[src/rv_pkg.sv]
`default_nettype none

package rv_pkg;

    typedef logic [31:0] word_t;

    typedef enum logic [2:0] {
        IMM_I,
        IMM_S,
        IMM_B,
        IMM_J,
        IMM_U
    } imm_src_t;

    typedef enum logic [1:0] {
        RES_ALU,
        RES_MEM,
        RES_PC4
    } result_src_t;

    typedef enum logic [1:0] {
        ALU_ADD,   // address and immediate adds
        ALU_SUB,   // branch compare
        ALU_FUNCT  // picked from funct3 and funct7
    } alu_op_t;

    typedef struct packed {
        logic        reg_write;
        imm_src_t    imm_src;
        logic        alu_src;     // 1 takes the immediate as operand b
        logic        mem_write;
        result_src_t result_src;
        logic        branch;
        logic        jal;
        logic        jalr;
        alu_op_t     alu_op;
        logic        halt;        // ebreak
    } ctrl_t;

    typedef struct packed {
        word_t pc;
        word_t instr;
    } fetch_t;

    typedef struct packed {
        logic running;
        logic halted;
    } status_t;

    localparam logic [6:0] OP_LOAD   = 7'b0000011;
    localparam logic [6:0] OP_STORE  = 7'b0100011;
    localparam logic [6:0] OP_OP     = 7'b0110011;
    localparam logic [6:0] OP_OP_IMM = 7'b0010011;
    localparam logic [6:0] OP_BRANCH = 7'b1100011;
    localparam logic [6:0] OP_JAL    = 7'b1101111;
    localparam logic [6:0] OP_JALR   = 7'b1100111;
    localparam logic [6:0] OP_AUIPC  = 7'b0010111;
    localparam logic [6:0] OP_LUI    = 7'b0110111;
    localparam logic [6:0] OP_SYSTEM = 7'b1110011;

endpackage

`default_nettype wire

[src/fetch_stage.sv]
`default_nettype none

module fetch_stage #(
    parameter int IMEM_WORDS = 64
) (
    input  logic                          clk_i,
    input  logic                          rst_n_i,
    input  logic                          start_i,
    input  logic                          imem_we_i,
    input  logic [$clog2(IMEM_WORDS)-1:0] imem_addr_i,
    input  rv_pkg::word_t                 imem_wdata_i,
    input  logic                          running_i,
    input  logic                          redirect_i,
    input  rv_pkg::word_t                 target_i,
    output rv_pkg::fetch_t                fetch_o,
    output logic                          fetch_valid_o
);
    import rv_pkg::*;

    localparam int AW = $clog2(IMEM_WORDS);

    word_t pc_q;
    word_t pc_next;
    word_t instr_q;
    word_t imem [IMEM_WORDS];

    always_comb begin
        pc_next = pc_q;
        if (start_i) begin
            pc_next = '0;
        end else if (running_i) begin
            pc_next = redirect_i ? target_i : pc_q + 32'd4;
        end
    end

    always_ff @(posedge clk_i) begin
        if (!rst_n_i) begin
            pc_q <= '0;
        end else begin
            pc_q <= pc_next;
        end
    end

    // the read port is addressed with the next pc, so the word at pc_q is
    // already in instr_q during the cycle it is fetched
    always_ff @(posedge clk_i) begin
        if (imem_we_i) begin
            imem[imem_addr_i] <= imem_wdata_i;  // host load, only while stopped
        end
        if (running_i || start_i) begin
            instr_q <= imem[pc_next[AW+1:2]];
        end
    end

    assign fetch_o.pc    = pc_q;
    assign fetch_o.instr = instr_q;
    assign fetch_valid_o = running_i && !redirect_i;  // wrong-path word

endmodule

`default_nettype wire

[config.mk]
export PLATFORM = sky130hd
export DESIGN_NAME = fetch_stage
export DESIGN_NICKNAME = d
export VERILOG_FILES = /design/src/rv_pkg.sv /design/src/fetch_stage.sv
export SDC_FILE = /design/constraint.sdc
export NUM_CORES = 2
export LEC_CHECK = 0
export BUFFER_PORTS_ARGS = -buffer_cell sky130_fd_sc_hd__buf_2
export CORE_MARGIN = 8
export CORE_UTILIZATION = 45
export DETAILED_ROUTE_END_ITERATION = 7
export SLEW_MARGIN = 20
export SYNTH_ARGS = -nofsm -noshare
export SYNTH_HDL_FRONTEND = slang
export SYNTH_SLANG_ARGS = --single-unit
[constraint.sdc]
create_clock -name clk_i -period 4.1 [get_ports clk_i]
set_input_delay 0.205 -clock clk_i [delete_from_list [all_inputs] [get_ports clk_i]]
set_output_delay 0.205 -clock clk_i [all_outputs]
set_load 0.02 [all_outputs]
==> qor.csv <==
stage;metric;value;unit
worst_setup_path;nature of the critical path endpoint;flip-flop;
power_and_ir_drop;Comb power frac;6.7;%
power_and_ir_drop;Int Pwr;35.50;mW
power_and_ir_drop;Clock Power Share;40.9;%
logic_synthesis;Seq/Total Area, Yosys;74.95;%
logic_synthesis;Avg Cell Area, Syn;14.09;um^2
sta;final hold vios;0;
layout;most frequent cells in the layout;edfxtp_1 (2,080), nand2_1 (1,328), nand3_1 (628), mux2i_1 (320), buf_4 (220);
logic_synthesis;share of the synthesized area in the top cell type;74.19;%
logic_synthesis;yosys warns;0;
grt;grt total ovfl;0;
worst_setup_path;CP Data Arrival Time;4.57;ns
floorplan;Die H;448.5;um
clock_network;Sink Count;2112;
detailed_routing;antenna-violating nets left;0;
sta;RSZ-0062 raised after global routing;no;
clock_network;CTS H-tree lvls;4;
sta;Tcrit/Tclk final;93.89;%
sta;Slew @ Worst Pin;1.106;ns
logic_synthesis;cell count after synthesis;5974;
floorplan;core region area;0.1856;mm^2
sta;Fin Setup TNS;0;ns
grt;largest net degree at the start of global routing;105;
logic_synthesis;largest cells by area after synthesis;edfxtp_1 (74%), nand2_1 (5.9%), mux2i_1 (3.8%);
placement;Setup WS pre-CTS;0.02165;ns
floorplan;Die ar.;0.2012;mm^2
grt;Total GRT Usage;23.01;%
sta;final critical-path setup slack;0.2503;ns
power_and_ir_drop;switch share;22.84;%
logic_synthesis;#FFs+latches synth;2112;
power_and_ir_drop;Switch Pwr;10.51;mW
power_and_ir_drop;Sequential Power Share;52.4;%
detailed_routing;drt first-iter violations;5871;
worst_setup_path;Critical Path RT;4.82;ns
logic_synthesis;asr flop ratio synth;0;%
placement;Placed Area;0.08972;mm^2
detailed_routing;via count;52720;
grt;number of global-route vias before repair;50520;
placement;port bufs;140;
clock_network;root buf cell;clkbuf_16;
floorplan;Die Wd;448.5;um
detailed_routing;DRC;0;
logic_synthesis;Yosys top cell by area;edfxtp_1;
power_and_ir_drop;maximum VDD drop;0.3345;mV
layout;Layout Area Growth over Synthesis;15.26;%
worst_setup_path;crit start category;flip-flop;
worst_setup_path;worst-path fanout max;28;
layout;layout cells sized above 1;12.66;%
run;Max Cap Viol;0;
outcome;outcome;finished, final reports clean;
power_and_ir_drop;pwr dens;474.1;mW/mm^2
detailed_routing;Routed wire per std cell;27.05;um
logic_synthesis;Post-synth EDFFs;2080;
floorplan;IO Pins;141;
layout;commonest non-fill, non-tap cell in the layout;edfxtp_1;
placement;hpwl dp;140300;um
sta;Worst Clk Skew;0.03909;ns
sta;final setup violation count;0;
layout;final instance area;0.09704;mm^2
layout;Post-Route Utilization;52.27;%
worst_setup_path;Crit Path Class;reg2reg;
logic_synthesis;Unique masters post-synth;64;
power_and_ir_drop;leakage;32.13;nW
sta;Tmin final;3.850;ns
sta;Peak Freq;0.2598;GHz
grt;initial antenna violation count;27;
sta;Worst Hold Slack;0.04625;ns
placement;routability cong.;0.8186;
clock_network;CTS tree;yes;
detailed_routing;Pre-antenna DRT Iters;5;
logic_synthesis;mapped cell area;0.08419;mm^2
detailed_routing;vias per inst;5.920;
logic_synthesis;syn_nets;6051;
clock_network;TritonCTS buffer count;214;
clock_network;clk_lat worst skew;0.85;ns
floorplan;initial core utilization;45.35;%
clock_network;Clock Pin Slew Worst Setup and Hold Paths;0.06;ns
worst_hold_path;Hold Crit Class;in2reg;
layout;fin nets;6316;
grt;global-route wire length before repair;349800;um
detailed_routing;final WL;240900;um
sta;slew margin rel.;26.28;%
sta;Pins Over Slew Limit;0;
logic_synthesis;Main synth FF type;edfxtp_1;
clock_network;Clock Path Buffers;3;
floorplan;Site Rows;158;
flip-flops by register name, summed over array words and instances, names as in the netlist, named ones only:
signal   count
imem      2048
instr_q     32
pc_q        30
logic make-up (layout without fill, tap and decap cells):
kind of cell    Yosys count  after routing  share of synthesized area, %
buf+inv                 495            936                         2.492
simple gates           2177           2177                         11.13
mux                     336            336                         4.233
other cells               0             10                             0
flops                  2112           2112                         74.95
compound gates          853            853                         7.181
fa+ha+maj                 1              1                       0.01486
worst paths after layout:
check / from / end / slack, ns / cells past startpoint
worst min register to register: flip-flop / flip-flop / 0.46 / 2
worst max register to register: pc_q[2] / instr_q[1] / 0.25 / 10
worst max-delay path: pc_q[2] / instr_q[1] / 0.25 / 10
worst min-delay path: imem_wdata_i[25] / imem[59][25] / 0.05 / 2
metrics by stage:
step / cells / total power [mW]
after global routing: 8902 / 47.29
after detailed placement: 8449 / 27.62
after floorplan: 5974 / 26.12
final: 8905 / 46.01
after CTS: 8876 / 46.27
after global placement: 8449 / 27.57
routing by layer:
layer  GRT usage (%)  vias up  routed length, um
li1                -    23260                  -
met1           31.91    26930             100700
met4           8.466        8               9376
met3           3.192      450              16000
met5               0        -                 56
met2           37.26     2072             114800
timing repair:
item,4_1_cts,5_1_grt
hold endpoints to repair,90,1024
hold buffers,31,17
setup endpoints to repair,1,0
buffers inserted,4,0
resized for setup,0,0
power groups by stage:
| stage | sequential (mW) | clock [mW] | combinational [mW] |
|---|---|---|---|
| 3_3_place_gp | 24.6 | 0 | 2.99 |
| 4_1_cts | 24.1 | 19.1 | 3.07 |
| 3_5_place_dp | 24.6 | 0 | 3.04 |
| 2_1_floorplan | 24.5 | 0 | 1.58 |
| 6_report | 24.1 | 18.8 | 3.09 |
| 5_1_grt | 24.1 | 19.9 | 3.31 |
cells in the mapped netlist (3+ instances only):
library cell and n:
edfxtp_1 2080, nand2_1 1329, nand3_1 628, mux2i_1 320, clkbuf_1 194, a21oi_1 192
a211oi_1 150, buf_2 147, a311oi_1 135, a31oi_1 114, nor2_1 102, a22oi_1 80
inv_1 77, buf_1 65, a221oi_1 61, o21ai_0 38, dfxtp_1 32, and4_1 24
nor3_1 19, a32oi_1 17, mux4_2 16, nor3b_1 15, nand4_1 11, o221ai_1 11
buf_4 9, o31ai_1 9, and3_1 8, nor2b_1 7, o22ai_1 7, and4b_1 6
a2111oi_0 5, a22o_1 5, or3_1 5, a31o_2 4, nand2b_1 4, a21bo_2 3
a21o_1 3, buf_6 3, nand3b_1 3, nor4_1 3, or2_2 3
critical path, cell delays in order, from the launching register on:
cell and delay, ns:
dfxtp_1 0.34, buf_4 0.17, or2_2 0.23, a31o_4 0.58, buf_4 0.44, mux2i_1 0.17, a221oi_1 0.37, o221ai_1 0.23
a2111oi_0 0.80, buf_4 0.22, and4b_1 0.17
area by class of cell:
| cell class | instances | area [um^2] |
|---|---|---|
| diodes | 10 | 25.02 |
| repair buffers | 467 | 4254 |
| clock inverters | 115 | 1039 |
| well taps | 2480 | 3103 |
| clock buffers | 277 | 5655 |
| fillers | 15130 | 88600 |
| multi-input cells | 3367 | 19570 |
| flip-flops and latches | 2112 | 63100 |
| inverters | 77 | 289.0 |
Note: power is estimated with default switching activity, not from simulation.
