[src/rv_pkg.sv]
`default_nettype none

package rv_pkg;

    typedef logic [31:0] word_t;

    typedef enum logic [2:0] {
        IMM_I,
        IMM_S,
        IMM_B,
        IMM_J,
        IMM_U
    } imm_src_t;

    typedef enum logic [1:0] {
        RES_ALU,
        RES_MEM,
        RES_PC4
    } result_src_t;

    typedef enum logic [1:0] {
        ALU_ADD,   // address and immediate adds
        ALU_SUB,   // branch compare
        ALU_FUNCT  // picked from funct3 and funct7
    } alu_op_t;

    typedef struct packed {
        logic        reg_write;
        imm_src_t    imm_src;
        logic        alu_src;     // 1 takes the immediate as operand b
        logic        mem_write;
        result_src_t result_src;
        logic        branch;
        logic        jal;
        logic        jalr;
        alu_op_t     alu_op;
        logic        halt;        // ebreak
    } ctrl_t;

    typedef struct packed {
        word_t pc;
        word_t instr;
    } fetch_t;

    typedef struct packed {
        logic running;
        logic halted;
    } status_t;

    localparam logic [6:0] OP_LOAD   = 7'b0000011;
    localparam logic [6:0] OP_STORE  = 7'b0100011;
    localparam logic [6:0] OP_OP     = 7'b0110011;
    localparam logic [6:0] OP_OP_IMM = 7'b0010011;
    localparam logic [6:0] OP_BRANCH = 7'b1100011;
    localparam logic [6:0] OP_JAL    = 7'b1101111;
    localparam logic [6:0] OP_JALR   = 7'b1100111;
    localparam logic [6:0] OP_AUIPC  = 7'b0010111;
    localparam logic [6:0] OP_LUI    = 7'b0110111;
    localparam logic [6:0] OP_SYSTEM = 7'b1110011;

endpackage

`default_nettype wire

[src/apb_host_port.sv]
`default_nettype none

module apb_host_port #(
    parameter int IMEM_WORDS = 64
) (
    input  logic                          clk_i,
    input  logic                          rst_n_i,
    input  rv_pkg::word_t                 paddr_i,
    input  logic                          psel_i,
    input  logic                          penable_i,
    input  logic                          pwrite_i,
    input  rv_pkg::word_t                 pwdata_i,
    output rv_pkg::word_t                 prdata_o,
    output logic                          pready_o,
    output logic                          pslverr_o,
    input  rv_pkg::status_t               status_i,
    input  rv_pkg::word_t                 retired_i,
    input  rv_pkg::word_t                 host_rdata_i,
    output logic [4:0]                    host_raddr_o,
    output logic                          imem_we_o,
    output logic [$clog2(IMEM_WORDS)-1:0] imem_addr_o,
    output rv_pkg::word_t                 imem_wdata_o,
    output logic                          start_o
);
    import rv_pkg::*;

    localparam int    AW         = $clog2(IMEM_WORDS);
    localparam word_t IMEM_BYTES = word_t'(IMEM_WORDS * 4);

    typedef enum logic [2:0] {
        RG_NONE,
        RG_IMEM,
        RG_REGS,
        RG_CTRL,
        RG_STAT,
        RG_RET
    } region_t;

    region_t region_d;
    region_t region_q;
    logic    access;
    logic    err;

    assign access = psel_i && penable_i;

    always_comb begin
        region_d = RG_NONE;
        if (paddr_i[1:0] != 2'b00) begin
            region_d = RG_NONE;                 // unaligned
        end else if (paddr_i < IMEM_BYTES) begin
            region_d = RG_IMEM;
        end else if (paddr_i[31:7] == 25'h2) begin
            region_d = RG_REGS;                 // 0x100 to 0x17c
        end else if (paddr_i == 32'h180) begin
            region_d = RG_CTRL;
        end else if (paddr_i == 32'h184) begin
            region_d = RG_STAT;
        end else if (paddr_i == 32'h188) begin
            region_d = RG_RET;
        end
    end

    // decode once in the setup cycle, address is stable into access
    always_ff @(posedge clk_i) begin
        if (!rst_n_i) begin
            region_q <= RG_NONE;
        end else if (psel_i && !penable_i) begin
            region_q <= region_d;
        end
    end

    always_comb begin
        case (region_q)
            RG_IMEM:                  err = !pwrite_i || status_i.running;
            RG_REGS, RG_STAT, RG_RET: err = pwrite_i;   // read only
            RG_CTRL:                  err = !pwrite_i;  // write only
            default:                  err = 1'b1;
        endcase
    end

    always_comb begin
        prdata_o = '0;
        if (access && !pwrite_i) begin
            case (region_q)
                RG_REGS: prdata_o = host_rdata_i;
                RG_STAT: prdata_o = {30'b0, status_i};
                RG_RET:  prdata_o = retired_i;
                default: prdata_o = '0;
            endcase
        end
    end

    assign pready_o     = access;              // zero wait states
    assign pslverr_o    = access && err;
    assign host_raddr_o = paddr_i[6:2];
    assign imem_we_o    = access && pwrite_i && region_q == RG_IMEM && !err;
    assign imem_addr_o  = paddr_i[AW+1:2];
    assign imem_wdata_o = pwdata_i;
    assign start_o      = access && pwrite_i && region_q == RG_CTRL && pwdata_i[0];

endmodule

`default_nettype wire

[config.mk]
export PLATFORM = sky130hd
export DESIGN_NAME = apb_host_port
export DESIGN_NICKNAME = d
export VERILOG_FILES = /design/src/rv_pkg.sv /design/src/apb_host_port.sv
export SDC_FILE = /design/constraint.sdc
export NUM_CORES = 1
export LEC_CHECK = 0
export ABC_CLOCK_PERIOD_IN_PS = 1900
export BUFFER_PORTS_ARGS = -buffer_cell sky130_fd_sc_hd__buf_4
export CAP_MARGIN = 0
export CORE_AREA = 2 2 83 85
export CTS_BUF_LIST = sky130_fd_sc_hd__clkbuf_2 sky130_fd_sc_hd__clkbuf_4 sky130_fd_sc_hd__clkbuf_8
export DETAILED_ROUTE_END_ITERATION = 6
export DIE_AREA = 0 0 85 87
export SKIP_CTS_REPAIR_TIMING = 1
export SLEW_MARGIN = 5
export SYNTH_ARGS = -nofsm -noshare
export SYNTH_HDL_FRONTEND = slang
export SYNTH_SLANG_ARGS = --single-unit
[constraint.sdc]
create_clock -name clk_i -period 1.9 [get_ports clk_i]
set_input_delay 0 -clock clk_i [delete_from_list [all_inputs] [get_ports clk_i]]
set_output_delay 0 -clock clk_i [all_outputs]
set_load 0.005 [all_outputs]
==> flow_metrics.py <==
metrics = {
    "critical_path": {
        "cp.required_ns": 1.90,
        "cp_cell_sequence": "nand2b_1 > nor2_2 > buf_4 > a21oi_1 > nor2_1 > buf_4",
        "critical-path-slowest-cell": "dfxtp_1",
        "reg2reg_from": "region_q[0]",
        "crit_path_max_fanout": 16,
        "cp.arrival_ns": 1.67,
        "cp_common_cell": "buf_4",
        "startpoint": "region_q[0]",
        "r2r_end": "region_q[0]",
        "endpoint_kind": "output port",
        "r2r_slack_ns": 1.16,
        "worstSetupPathType": "reg2out",
        "slowest_delay_ns": 0.47,
        "r2r_cells": 1,
        "cp-start-kind": "flip-flop",
    },
    "die": {
        "row_count": 30,
        "die_h_um": 87,
        "boundaryPins": 214,
        "die_w_um": 85,
        "die_area_um2": 7400,
        "initial_core_util_pct": 15.9,
        "coreArea_um2": 6570,
    },
    "drt": {
        "detail-route-antenna-nets": 0,
        "routed_wl_um": 4650,
        "vias": 1540,
        "avgViaCountPerCell": 4.39,
        "wire_per_inst_um": 13.2,
        "drtPass1Iterations": 4,
        "route.detailed.drc": 0,
        "first_iter_violations": 42,
    },
    "clocking": {
        "cts.reportedPaths.clkPinSlew_ns": 0.03,
        "numCtsBuffers": 3,
        "ctsLongestPathBuffers": 2,
        "insertion_delay_ns": 0.21,
        "htree_levels": 1,
        "cts_tree": "done",
        "cts_root_buffer": "clkbuf_8",
        "cts_num_sinks": 3,
    },
    "synth": {
        "yosysUniqueCellTypes": 28,
        "syn-cell-area_um2": 1040,
        "synth_area_leader_cell": "buf_4",
        "ys_ff_latch": 3,
        "ys_async_sr_fraction_pct": 0,
        "ys_seq_area_share_pct": 5.75,
        "synth_flop_cell": "dfxtp_1",
        "synth.avg_cell_area_um2": 6.37,
        "post-synth-top-area-fraction_pct": 30.9,
        "synth-edff-count": 0,
        "synthTopCellsByArea": "buf_4, a22oi_1, nor2_1, dfxtp_1, clkbuf_1",
        "synth_nets": 299,
        "syn-instance-count": 164,
        "yosys_warnings": 0,
    },
    "sta": {
        "slew_headroom_pct": 78.1,
        "setup_viol": 0,
        "tightest_slew_ns": 0.326,
        "maxSlewViolCount": 0,
        "finalSetupTns_ns": 0,
        "timing.final.ws_setup_ns": 0.228,
        "holdWs_ns": 0.00000166,
        "hold_viol_final": 0,
        "max_freq_mhz": 598,
        "fin_crit_sh_pct": 88.0,
        "fin_skew_ns": 0,
        "period_needed_ns": 1.67,
        "rsz0062_at_grt": "no",
    },
    "layout": {
        "diodes": 0,
        "area.growth.synth_to_final_pct": 92.5,
        "layout_common_cells": "buf_4, nor2_1, a22oi_1, nand2_1, nor4_1",
        "fillCellCount": 720,
        "layout-drive-gt1-share_pct": 59.8,
        "reg_top3": "region_q x3",
        "nNetsFinal": 407,
        "final_util_pct": 30.6,
        "layout_commonest_cell": "buf_4",
        "largest_register_ffs": 3,
        "top_register": "region_q",
    },
    "hold_path": {
        "hold-path-endpoint": "imem_wdata_o[16]",
        "hp-class": "in2out",
        "min_from": "pwdata_i[16]",
        "min_path_cells": 0,
    },
    "placed_design": {
        "place_ws_ns": 0.418,
        "portBuffers": 151,
        "hpwl_um": 3860,
        "gp_congestion": 0.708,
    },
    "grt": {
        "grt_start_max_net_pins": 33,
        "grt_pass1_wl_um": 6960,
        "antenna_found_initial": 0,
        "grt_overflow_total": 0,
        "grt_pass1_vias": 1479,
        "grt_util_all_layers_pct": 11.5,
    },
    "power_and_ir_drop": {
        "total_power_mw": 0.475,
        "power_leakage_nw": 0.923,
        "p_per_area_nw_per_um2": 236,
        "ir_worst_vdd_mv": 0.203,
    },
    "run_status": {
        "outcome": "finished, final reports clean",
    },
    "run": {
        "max-cap-violations": 0,
    },
}
==> stage by stage <==
stage,std cells,area [µm²]
4_1_cts,351,2010
6_report,351,2010
3_3_place_gp,347,1960
3_5_place_dp,347,1960
2_1_floorplan,164,1040
5_1_grt,351,2010
==> worst max path at each step <==
stage | to | slack [ns] | cells after the start
after CTS | prdata_o[1] | 0.19 | 6
final | prdata_o[1] | 0.23 | 6
after global placement | prdata_o[1] | 0.41 | 6
after floorplan | prdata_o[10] | 0.52 | 6
after detailed placement | prdata_o[1] | 0.42 | 6
after global routing | prdata_o[29] | 0.12 | 6
==> worst max-delay path: cells and delay by family (launching register included) <==
family | cells | cell delay, ns
DFF | 1 | 0.47
AOI/OAI and AO/OA | 1 | 0.31
and+or+nand+nor | 3 | 0.32
buffers and inverters | 2 | 0.36
==> where the power goes <==
group	total, mW	switching [mW]	internal [mW]	leakage (nW)
sequential	0.0634	0.000000000602	0.0634	0.0241
clock	0.201	0.0434	0.157	0.0262
combinational	0.211	0.0527	0.158	0.873
==> synthesized netlist by cell type (2+ instances only) <==
cell,number
nand2_1,6
nand2b_1,2
nor4_1,6
nand3_1,2
nor2b_1,2
o21ai_1,2
inv_1,2
nor4b_1,2
a22oi_1,30
a21oi_1,2
buf_4,43
dfxtp_1,3
mux2i_1,2
clkbuf_1,10
nor2_1,37
==> layer usage <==
layer  GRT usage [%]  part of all wire [%]
met1            13.1                    36
met2            20.8                    52
met3            2.46                    10
met4            4.91                   1.9
met5               0                     0
==> cell type report <==
type / instances / area (µm²) / share of cell area, %
Clock buffer: 4 / 48.8 / 2.43
Inverter: 2 / 7.51 / 0.373
Multi-Input combinational cell: 106 / 623 / 31.0
Sequential cell: 3 / 60.1 / 2.99
Tap cell: 80 / 100 / 4.98
Timing Repair Buffer: 156 / 1170 / 58.2
==> logic make-up (layout without fill, tap and decap cells) <==
group | after synthesis | count (layout) | synth area share [%]
compound gates | 40 | 40 | 28.0
xor+xnor | 1 | 1 | 0.838
buf+inv | 55 | 162 | 35.2
flops | 3 | 3 | 5.75
mux | 2 | 2 | 1.92
simple gates | 63 | 63 | 28.3
Note: power is estimated with default switching activity, not from simulation.
