## src/rv_pkg.sv

```systemverilog
`default_nettype none

package rv_pkg;

    typedef logic [31:0] word_t;

    typedef enum logic [2:0] {
        IMM_I,
        IMM_S,
        IMM_B,
        IMM_J,
        IMM_U
    } imm_src_t;

    typedef enum logic [1:0] {
        RES_ALU,
        RES_MEM,
        RES_PC4
    } result_src_t;

    typedef enum logic [1:0] {
        ALU_ADD,   // address and immediate adds
        ALU_SUB,   // branch compare
        ALU_FUNCT  // picked from funct3 and funct7
    } alu_op_t;

    typedef struct packed {
        logic        reg_write;
        imm_src_t    imm_src;
        logic        alu_src;     // 1 takes the immediate as operand b
        logic        mem_write;
        result_src_t result_src;
        logic        branch;
        logic        jal;
        logic        jalr;
        alu_op_t     alu_op;
        logic        halt;        // ebreak
    } ctrl_t;

    typedef struct packed {
        word_t pc;
        word_t instr;
    } fetch_t;

    typedef struct packed {
        logic running;
        logic halted;
    } status_t;

    localparam logic [6:0] OP_LOAD   = 7'b0000011;
    localparam logic [6:0] OP_STORE  = 7'b0100011;
    localparam logic [6:0] OP_OP     = 7'b0110011;
    localparam logic [6:0] OP_OP_IMM = 7'b0010011;
    localparam logic [6:0] OP_BRANCH = 7'b1100011;
    localparam logic [6:0] OP_JAL    = 7'b1101111;
    localparam logic [6:0] OP_JALR   = 7'b1100111;
    localparam logic [6:0] OP_AUIPC  = 7'b0010111;
    localparam logic [6:0] OP_LUI    = 7'b0110111;
    localparam logic [6:0] OP_SYSTEM = 7'b1110011;

endpackage

`default_nettype wire

```

## src/main_decoder.sv

```systemverilog
`default_nettype none

module main_decoder (
    input  logic [6:0]    op_i,
    input  logic [2:0]    funct3_i,
    input  logic          eq_i,           // operands equal
    output rv_pkg::ctrl_t ctrl_o,
    output logic          pc_src_o,       // jal or taken branch
    output logic          jalr_pc_src_o   // target comes from the ALU
);
    import rv_pkg::*;

    logic taken;

    always_comb begin
        ctrl_o = '0;                      // unknown opcodes act as nop
        case (op_i)
            OP_LOAD: begin
                ctrl_o.reg_write  = 1'b1;
                ctrl_o.imm_src    = IMM_I;
                ctrl_o.alu_src    = 1'b1;
                ctrl_o.result_src = RES_MEM;
                ctrl_o.alu_op     = ALU_ADD;
            end
            OP_STORE: begin
                ctrl_o.imm_src    = IMM_S;
                ctrl_o.alu_src    = 1'b1;
                ctrl_o.mem_write  = 1'b1;
                ctrl_o.alu_op     = ALU_ADD;
            end
            OP_OP: begin
                ctrl_o.reg_write  = 1'b1;
                ctrl_o.alu_op     = ALU_FUNCT;
            end
            OP_OP_IMM: begin
                ctrl_o.reg_write  = 1'b1;
                ctrl_o.imm_src    = IMM_I;
                ctrl_o.alu_src    = 1'b1;
                ctrl_o.alu_op     = ALU_FUNCT;
            end
            OP_BRANCH: begin
                ctrl_o.imm_src    = IMM_B;
                ctrl_o.branch     = 1'b1;
                ctrl_o.alu_op     = ALU_SUB;
            end
            OP_JAL: begin
                ctrl_o.reg_write  = 1'b1;
                ctrl_o.imm_src    = IMM_J;
                ctrl_o.result_src = RES_PC4;   // link
                ctrl_o.jal        = 1'b1;
            end
            OP_JALR: begin
                ctrl_o.reg_write  = 1'b1;
                ctrl_o.imm_src    = IMM_I;
                ctrl_o.alu_src    = 1'b1;
                ctrl_o.result_src = RES_PC4;
                ctrl_o.jalr       = 1'b1;
                ctrl_o.alu_op     = ALU_ADD;   // rs1 + imm
            end
            OP_AUIPC, OP_LUI: begin
                ctrl_o.reg_write  = 1'b1;
                ctrl_o.imm_src    = IMM_U;
                ctrl_o.alu_src    = 1'b1;      // operand a picked in execute
                ctrl_o.alu_op     = ALU_ADD;
            end
            OP_SYSTEM: begin
                ctrl_o.halt       = (funct3_i == 3'b000);  // ebreak
            end
            default: begin
                ctrl_o.halt       = 1'b0;
            end
        endcase
    end

    // beq on equal, bne on not equal, nothing else
    always_comb begin
        case (funct3_i)
            3'b000:  taken = eq_i;
            3'b001:  taken = !eq_i;
            default: taken = 1'b0;
        endcase
    end

    assign pc_src_o      = ctrl_o.jal || (ctrl_o.branch && taken);
    assign jalr_pc_src_o = ctrl_o.jalr;

endmodule

`default_nettype wire

```

## src/alu.sv

```systemverilog
`default_nettype none

module alu (
    input  rv_pkg::alu_op_t alu_op_i,
    input  logic [2:0]      funct3_i,
    input  logic            funct7b5_i,
    input  logic            is_rtype_i,
    input  rv_pkg::word_t   a_i,
    input  rv_pkg::word_t   b_i,
    output rv_pkg::word_t   result_o,
    output logic            eq_o
);
    import rv_pkg::*;

    typedef enum logic [3:0] {
        A_ADD, A_SUB, A_SLL, A_SLT, A_SLTU,
        A_XOR, A_SRL, A_SRA, A_OR,  A_AND
    } op_t;

    op_t op;

    always_comb begin
        case (alu_op_i)
            ALU_ADD: op = A_ADD;
            ALU_SUB: op = A_SUB;
            default: begin
                case (funct3_i)
                    3'b000:  op = (is_rtype_i && funct7b5_i) ? A_SUB : A_ADD;
                    3'b001:  op = A_SLL;
                    3'b010:  op = A_SLT;
                    3'b011:  op = A_SLTU;
                    3'b100:  op = A_XOR;
                    3'b101:  op = funct7b5_i ? A_SRA : A_SRL;  // srai too
                    3'b110:  op = A_OR;
                    default: op = A_AND;
                endcase
            end
        endcase
    end

    always_comb begin
        case (op)
            A_SUB:   result_o = a_i - b_i;
            A_SLL:   result_o = a_i << b_i[4:0];
            A_SLT:   result_o = {31'b0, $signed(a_i) < $signed(b_i)};
            A_SLTU:  result_o = {31'b0, a_i < b_i};
            A_XOR:   result_o = a_i ^ b_i;
            A_SRL:   result_o = a_i >> b_i[4:0];
            A_SRA:   result_o = $signed(a_i) >>> b_i[4:0];
            A_OR:    result_o = a_i | b_i;
            A_AND:   result_o = a_i & b_i;
            default: result_o = a_i + b_i;
        endcase
    end

    assign eq_o = (a_i == b_i);  // feeds beq/bne

endmodule

`default_nettype wire

```

## src/reg_file.sv

```systemverilog
`default_nettype none

module reg_file (
    input  logic          clk_i,
    input  logic [4:0]    rs1_i,
    input  logic [4:0]    rs2_i,
    input  logic [4:0]    rd_i,
    input  logic [4:0]    host_raddr_i,
    input  logic          we_i,
    input  rv_pkg::word_t wdata_i,
    output rv_pkg::word_t rdata1_o,
    output rv_pkg::word_t rdata2_o,
    output rv_pkg::word_t host_rdata_o
);
    import rv_pkg::*;

    word_t regs [1:31];  // x0 has no storage

    always_ff @(posedge clk_i) begin
        if (we_i && rd_i != 5'd0) begin
            regs[rd_i] <= wdata_i;
        end
    end

    assign rdata1_o     = (rs1_i == 5'd0) ? '0 : regs[rs1_i];
    assign rdata2_o     = (rs2_i == 5'd0) ? '0 : regs[rs2_i];
    assign host_rdata_o = (host_raddr_i == 5'd0) ? '0 : regs[host_raddr_i];

endmodule

`default_nettype wire

```

## src/execute_stage.sv

```systemverilog
`default_nettype none

module execute_stage #(
    parameter int DMEM_WORDS = 32
) (
    input  logic            clk_i,
    input  logic            rst_n_i,
    input  logic            start_i,
    input  logic            valid_i,
    input  rv_pkg::fetch_t  fetch_i,
    input  logic [4:0]      host_raddr_i,
    output rv_pkg::word_t   host_rdata_o,
    output logic            redirect_o,
    output rv_pkg::word_t   target_o,
    output logic            flush_o,
    output rv_pkg::status_t status_o,
    output rv_pkg::word_t   retired_o
);
    import rv_pkg::*;

    localparam int DW = $clog2(DMEM_WORDS);

    word_t instr;
    ctrl_t ctrl;
    logic  pc_src;
    logic  jalr_pc_src;
    logic  eq;
    logic  halt;
    word_t imm;
    word_t rs1_data;
    word_t rs2_data;
    word_t src_a;
    word_t src_b;
    word_t alu_result;
    word_t mem_rdata;
    word_t wb_data;
    word_t dmem [DMEM_WORDS];

    assign instr = fetch_i.instr;

    main_decoder u_dec (
        .op_i          (instr[6:0]),
        .funct3_i      (instr[14:12]),
        .eq_i          (eq),
        .ctrl_o        (ctrl),
        .pc_src_o      (pc_src),
        .jalr_pc_src_o (jalr_pc_src)
    );

    reg_file u_rf (
        .clk_i        (clk_i),
        .rs1_i        (instr[19:15]),
        .rs2_i        (instr[24:20]),
        .rd_i         (instr[11:7]),
        .host_raddr_i (host_raddr_i),
        .we_i         (valid_i && ctrl.reg_write),
        .wdata_i      (wb_data),
        .rdata1_o     (rs1_data),
        .rdata2_o     (rs2_data),
        .host_rdata_o (host_rdata_o)
    );

    always_comb begin
        case (ctrl.imm_src)
            IMM_S:   imm = {{20{instr[31]}}, instr[31:25], instr[11:7]};
            IMM_B:   imm = {{20{instr[31]}}, instr[7], instr[30:25], instr[11:8], 1'b0};
            IMM_J:   imm = {{12{instr[31]}}, instr[19:12], instr[20], instr[30:21], 1'b0};
            IMM_U:   imm = {instr[31:12], 12'b0};
            default: imm = {{20{instr[31]}}, instr[31:20]};
        endcase
    end

    // opcode bit 5 tells lui (zero base) from auipc (pc base)
    always_comb begin
        if (ctrl.imm_src == IMM_U) begin
            src_a = instr[5] ? '0 : fetch_i.pc;
        end else begin
            src_a = rs1_data;
        end
    end

    assign src_b = ctrl.alu_src ? imm : rs2_data;

    alu u_alu (
        .alu_op_i   (ctrl.alu_op),
        .funct3_i   (instr[14:12]),
        .funct7b5_i (instr[30]),
        .is_rtype_i (instr[5]),
        .a_i        (src_a),
        .b_i        (src_b),
        .result_o   (alu_result),
        .eq_o       (eq)
    );

    assign mem_rdata = dmem[alu_result[DW+1:2]];  // word access only

    always_ff @(posedge clk_i) begin
        if (valid_i && ctrl.mem_write) begin
            dmem[alu_result[DW+1:2]] <= rs2_data;
        end
    end

    always_comb begin
        case (ctrl.result_src)
            RES_MEM: wb_data = mem_rdata;
            RES_PC4: wb_data = fetch_i.pc + 32'd4;
            default: wb_data = alu_result;
        endcase
    end

    assign redirect_o = valid_i && (pc_src || jalr_pc_src);
    assign target_o   = jalr_pc_src ? {alu_result[31:1], 1'b0} : fetch_i.pc + imm;
    assign halt       = valid_i && ctrl.halt;
    assign flush_o    = redirect_o || halt;

    always_ff @(posedge clk_i) begin
        if (!rst_n_i) begin
            status_o  <= '0;
            retired_o <= '0;
        end else if (start_i) begin
            status_o.running <= 1'b1;
            status_o.halted  <= 1'b0;
            retired_o        <= '0;
        end else begin
            if (valid_i) begin
                retired_o <= retired_o + 32'd1;  // ebreak counts as well
            end
            if (halt) begin
                status_o.running <= 1'b0;
                status_o.halted  <= 1'b1;
            end
        end
    end

endmodule

`default_nettype wire

```

## config.mk

```make
export PLATFORM = sky130hd
export DESIGN_NAME = execute_stage
export DESIGN_NICKNAME = d
export VERILOG_FILES = /design/src/rv_pkg.sv /design/src/main_decoder.sv /design/src/alu.sv /design/src/reg_file.sv /design/src/execute_stage.sv
export SDC_FILE = /design/constraint.sdc
export NUM_CORES = 2
export LEC_CHECK = 0
export BUFFER_PORTS_ARGS = -buffer_cell sky130_fd_sc_hd__buf_4
export CAP_MARGIN = 20
export CELL_PAD_IN_SITES_DETAIL_PLACEMENT = 1
export CELL_PAD_IN_SITES_GLOBAL_PLACEMENT = 1
export CORE_AREA = 5 5 498 500
export DETAILED_ROUTE_END_ITERATION = 7
export DIE_AREA = 0 0 503 505
export GPL_TIMING_DRIVEN = 0
export PLACE_DENSITY_LB_ADDON = 0.1
export SLEW_MARGIN = 20
export SYNTH_ARGS = -nofsm -noshare
export SYNTH_HDL_FRONTEND = slang
export SYNTH_SLANG_ARGS = --single-unit
```

## constraint.sdc

```tcl
create_clock -name clk_i -period 15.8 [get_ports clk_i]
set_input_delay 3.16 -clock clk_i [delete_from_list [all_inputs] [get_ports clk_i]]
set_output_delay 3.16 -clock clk_i [all_outputs]
set_load 0.1 [all_outputs]
```

==> flow_summary.yaml <==
drt:
  detail-route-antenna-nets: 0
  remaining_drc_errors: 2
  vias: 93615
  wl_met3_um: 90700
  drt_pass1_iterations: 8
  wl_met2_um: 259000
  viasPerCell: 7.59
  drtIter0Drc: 17282
  drt_wl_total_um: 625000
  wl_per_cell_um: 50.7
  routed.top_layer: "met5"
  m1WireLength_um: 207000
timing:
  fin_crit_sh_pct: 101
  finalWorstSetupSlack_ps: -206
  final.min_clock_period_ps: 16010
  timing.fmax_mhz: 62.5
  finalMaxSlewViolations: 0
  setup-violations-final: 8
  hold_viol: 0
  worst_pin_slew_ps: 1370
  timing.hold.ws_ps: 462
  skew_ps: 114
  slew_headroom_pct: 7.86
  rsz0062_at_grt: "no"
power:
  power_density_mw_per_mm2: 138
  power.leakage_nw: 44.5
  p_total_mw: 17.8
  vdd_drop_max_mv: 0.118
critical_path:
  critPathRequiredTime_ps: 12640
  critPathCaptureType: "output port"
  crit_slowest_cell: "clkbuf_1"
  r2r-start: "u_rf.regs[2][0]"
  critPathLaunch: "fetch_i[21]"
  cp.buffers_inverters: 8
  reg2reg_depth: 30
  cpPeakStageDelay_ps: 950
  critPathTopFamily: "buffers and inverters"
  crit_type: "input port to output port"
  r2r_end: "u_rf.regs[13][11]"
  worstSetupStartpointType: "input port"
  crit_path_max_fanout: 14
  crit_arrival_ps: 12850
  worst-r2r-setup-slack_ps: 4100
final_layout:
  areaGrowthSynthToFinish_pct: 18.5
  drive_above_1_share_pct: 22.6
  layout_commonest_cell: "edfxtp_1"
  fin_nets: 9110
  final_cell_mix: "edfxtp_1, nand2_1, mux2i_1, mux4_2, a21oi_1"
cts:
  cts_root_buffer: "clkbuf_16"
  cts_tree: "yes"
  cts_max_level: 4
  cts_made_buffers: 222
  insertion_delay_ps: 980
  path_clk_slew_ps: 50
  clockBufferDepth: 3
  numClockSinks: 2050
global_route:
  grt_usage_pct: 47.9
  grt-ovfl-total: 0
  antenna_found_initial: 52
  grt_pass1_wl_um: 815000
  grt_pass1_vias: 89690
  grt_max_degree: 34
logic_synthesis:
  ys.flop_type: "edfxtp_1"
  synthesis.nets: 8442
  synthCells: 8234
  async_flop_share_pct: 0
  synth-edff-count: 2016
  yosysSeqAreaShare_pct: 56.4
  netlist_area_sq_mm: 0.109
  yosysWarnings: 0
  ys_ff_latch: 2050
  synth_area_per_cell_sq_um: 13.2
  yosysUniqueCellTypes: 114
floorplan:
  coreArea_sq_mm: 0.243
  pin_count: 173
  die_height_um: 505
  initial_utilization_pct: 44.8
  die_w_um: 503
  fp-row-count: 181
  die-area_sq_mm: 0.254
run_status:
  status: "complete, but fails checks"
  violations: "DRC, setup timing"
worst_hold_path:
  holdPathStages: 2
  worst_hold_startpoint: "status_o[0]"
  hold_class: "register to register"
  hold_path_end: "status_o[0]"
job:
  cap_viol_max_count: 0
placed_design:
  gp_congestion: 1.01
  hpwl_um: 455000
  port_buffers: 160
[area by class of cell]
cell class	instances	area (sq um)
Fill cell	23870	114000
Sequential cell	2050	61200
Multi-Input combinational cell	5430	45500
Timing Repair Buffer	451	7020
Clock buffer	269	5770
Tap cell	3202	4010
Buffer	606	3140
Clock inverter	139	1420
Inverter	141	529
Antenna cell	42	105
[stage by stage]
stage	util, %	worst slack, ps	instance area [sq um]	cells	setup TNS (ps)
floorplan	-	655	109000	8234	0
global placement	46.9	-10740	114000	11596	-
detailed placement	49.9	-3360	121000	11878	-289320
CTS	53.0	10.3	128000	12287	0
global route	53.0	6.20	129000	12291	0
finish	53.1	-206	129000	12330	-744
[worst max-delay path by stage]
stage                                   end  slack [ps]  cells after the start
final                          target_o[26]        -210                     26
after global routing           target_o[31]           6                     33
after CTS                      target_o[28]          10                     30
after detailed placement       target_o[31]       -3360                     33
after global placement    u_rf.regs[28][10]      -10740                     27
after floorplan                target_o[30]         650                     31
[routing by layer]
metal / vias up / GRT usage [%]
met5: - / 0
met4: 30 / 40.1
met3: 2738 / 18.7
met2: 9115 / 68.0
met1: 47747 / 57.1
li1: 33985 / -
[where the power goes]
part / internal [mW] / total [mW] / switching [mW]
combinational: 1.43 / 6.09 / 4.66
clock: 2.90 / 5.31 / 2.41
sequential: 6.41 / 6.42 / 0.00239
total: 10.7 / 17.8 / 7.08
[cells by family (layout without fill, tap and decap cells)]
| group | after synthesis | count (layout) | synth area share [%] |
|---|---|---|---|
| DFF | 2050 | 2050 | 56.4 |
| muxes | 1305 | 1305 | 18.8 |
| adders and majority gates | 135 | 135 | 1.58 |
| AOI/OAI and AO/OA | 1696 | 1696 | 10.3 |
| other | 0 | 42 | 0 |
| xor gates and xnor gates | 98 | 98 | 0.790 |
| and+or+nand+nor | 2196 | 2196 | 9.06 |
| buffers and inverters | 754 | 1606 | 3.11 |
[flip-flops by register name, summed over array words and instances, names as in the netlist]
name       flops
dmem        1024
retired_o     32
status_o       2
u_rf.regs    992
[worst min-delay path: stages (launching register included)]
cell     delay (ps)
dfxtp_1         310
inv_1            50
a21oi_1          50
[cell usage after synthesis, types with 22 or more instances]
cell	n	area, sq um
nor4_1	27	169
a31oi_1	96	601
buf_2	160	801
buf_1	90	338
and2_1	63	394
inv_1	134	503
and3_1	59	369
dfxtp_1	34	681
nand3_1	296	1480
o22ai_1	137	857
or3_1	28	175
clkbuf_1	308	1160
a21oi_1	481	2410
a22oi_1	91	683
o221ai_1	110	963
nor2b_1	28	175
o211ai_1	37	278
nand4_1	42	263
mux4_2	568	12800
ha_1	132	1650
nor3_1	128	641
o21ai_0	251	1260
nor2_1	516	1940
a21o_1	61	458
xnor2_1	51	447
a21boi_0	22	165
nand2_1	887	3330
edfxtp_1	2016	60500
xor2_1	47	412
a211oi_1	119	893
mux2i_1	667	6680
buf_6	26	293
mux2_2	61	687
nand2b_1	33	206
buf_4	24	180
a32oi_1	40	350
[repair_timing]
action                                  CTS  global route
setup buffers                             7             1
pin swaps                                 6             1
hold buffers                              0             0
gates resized for setup                  64            46
endpoints found under the setup margin   32            14
(Power assumes the default switching activity.)
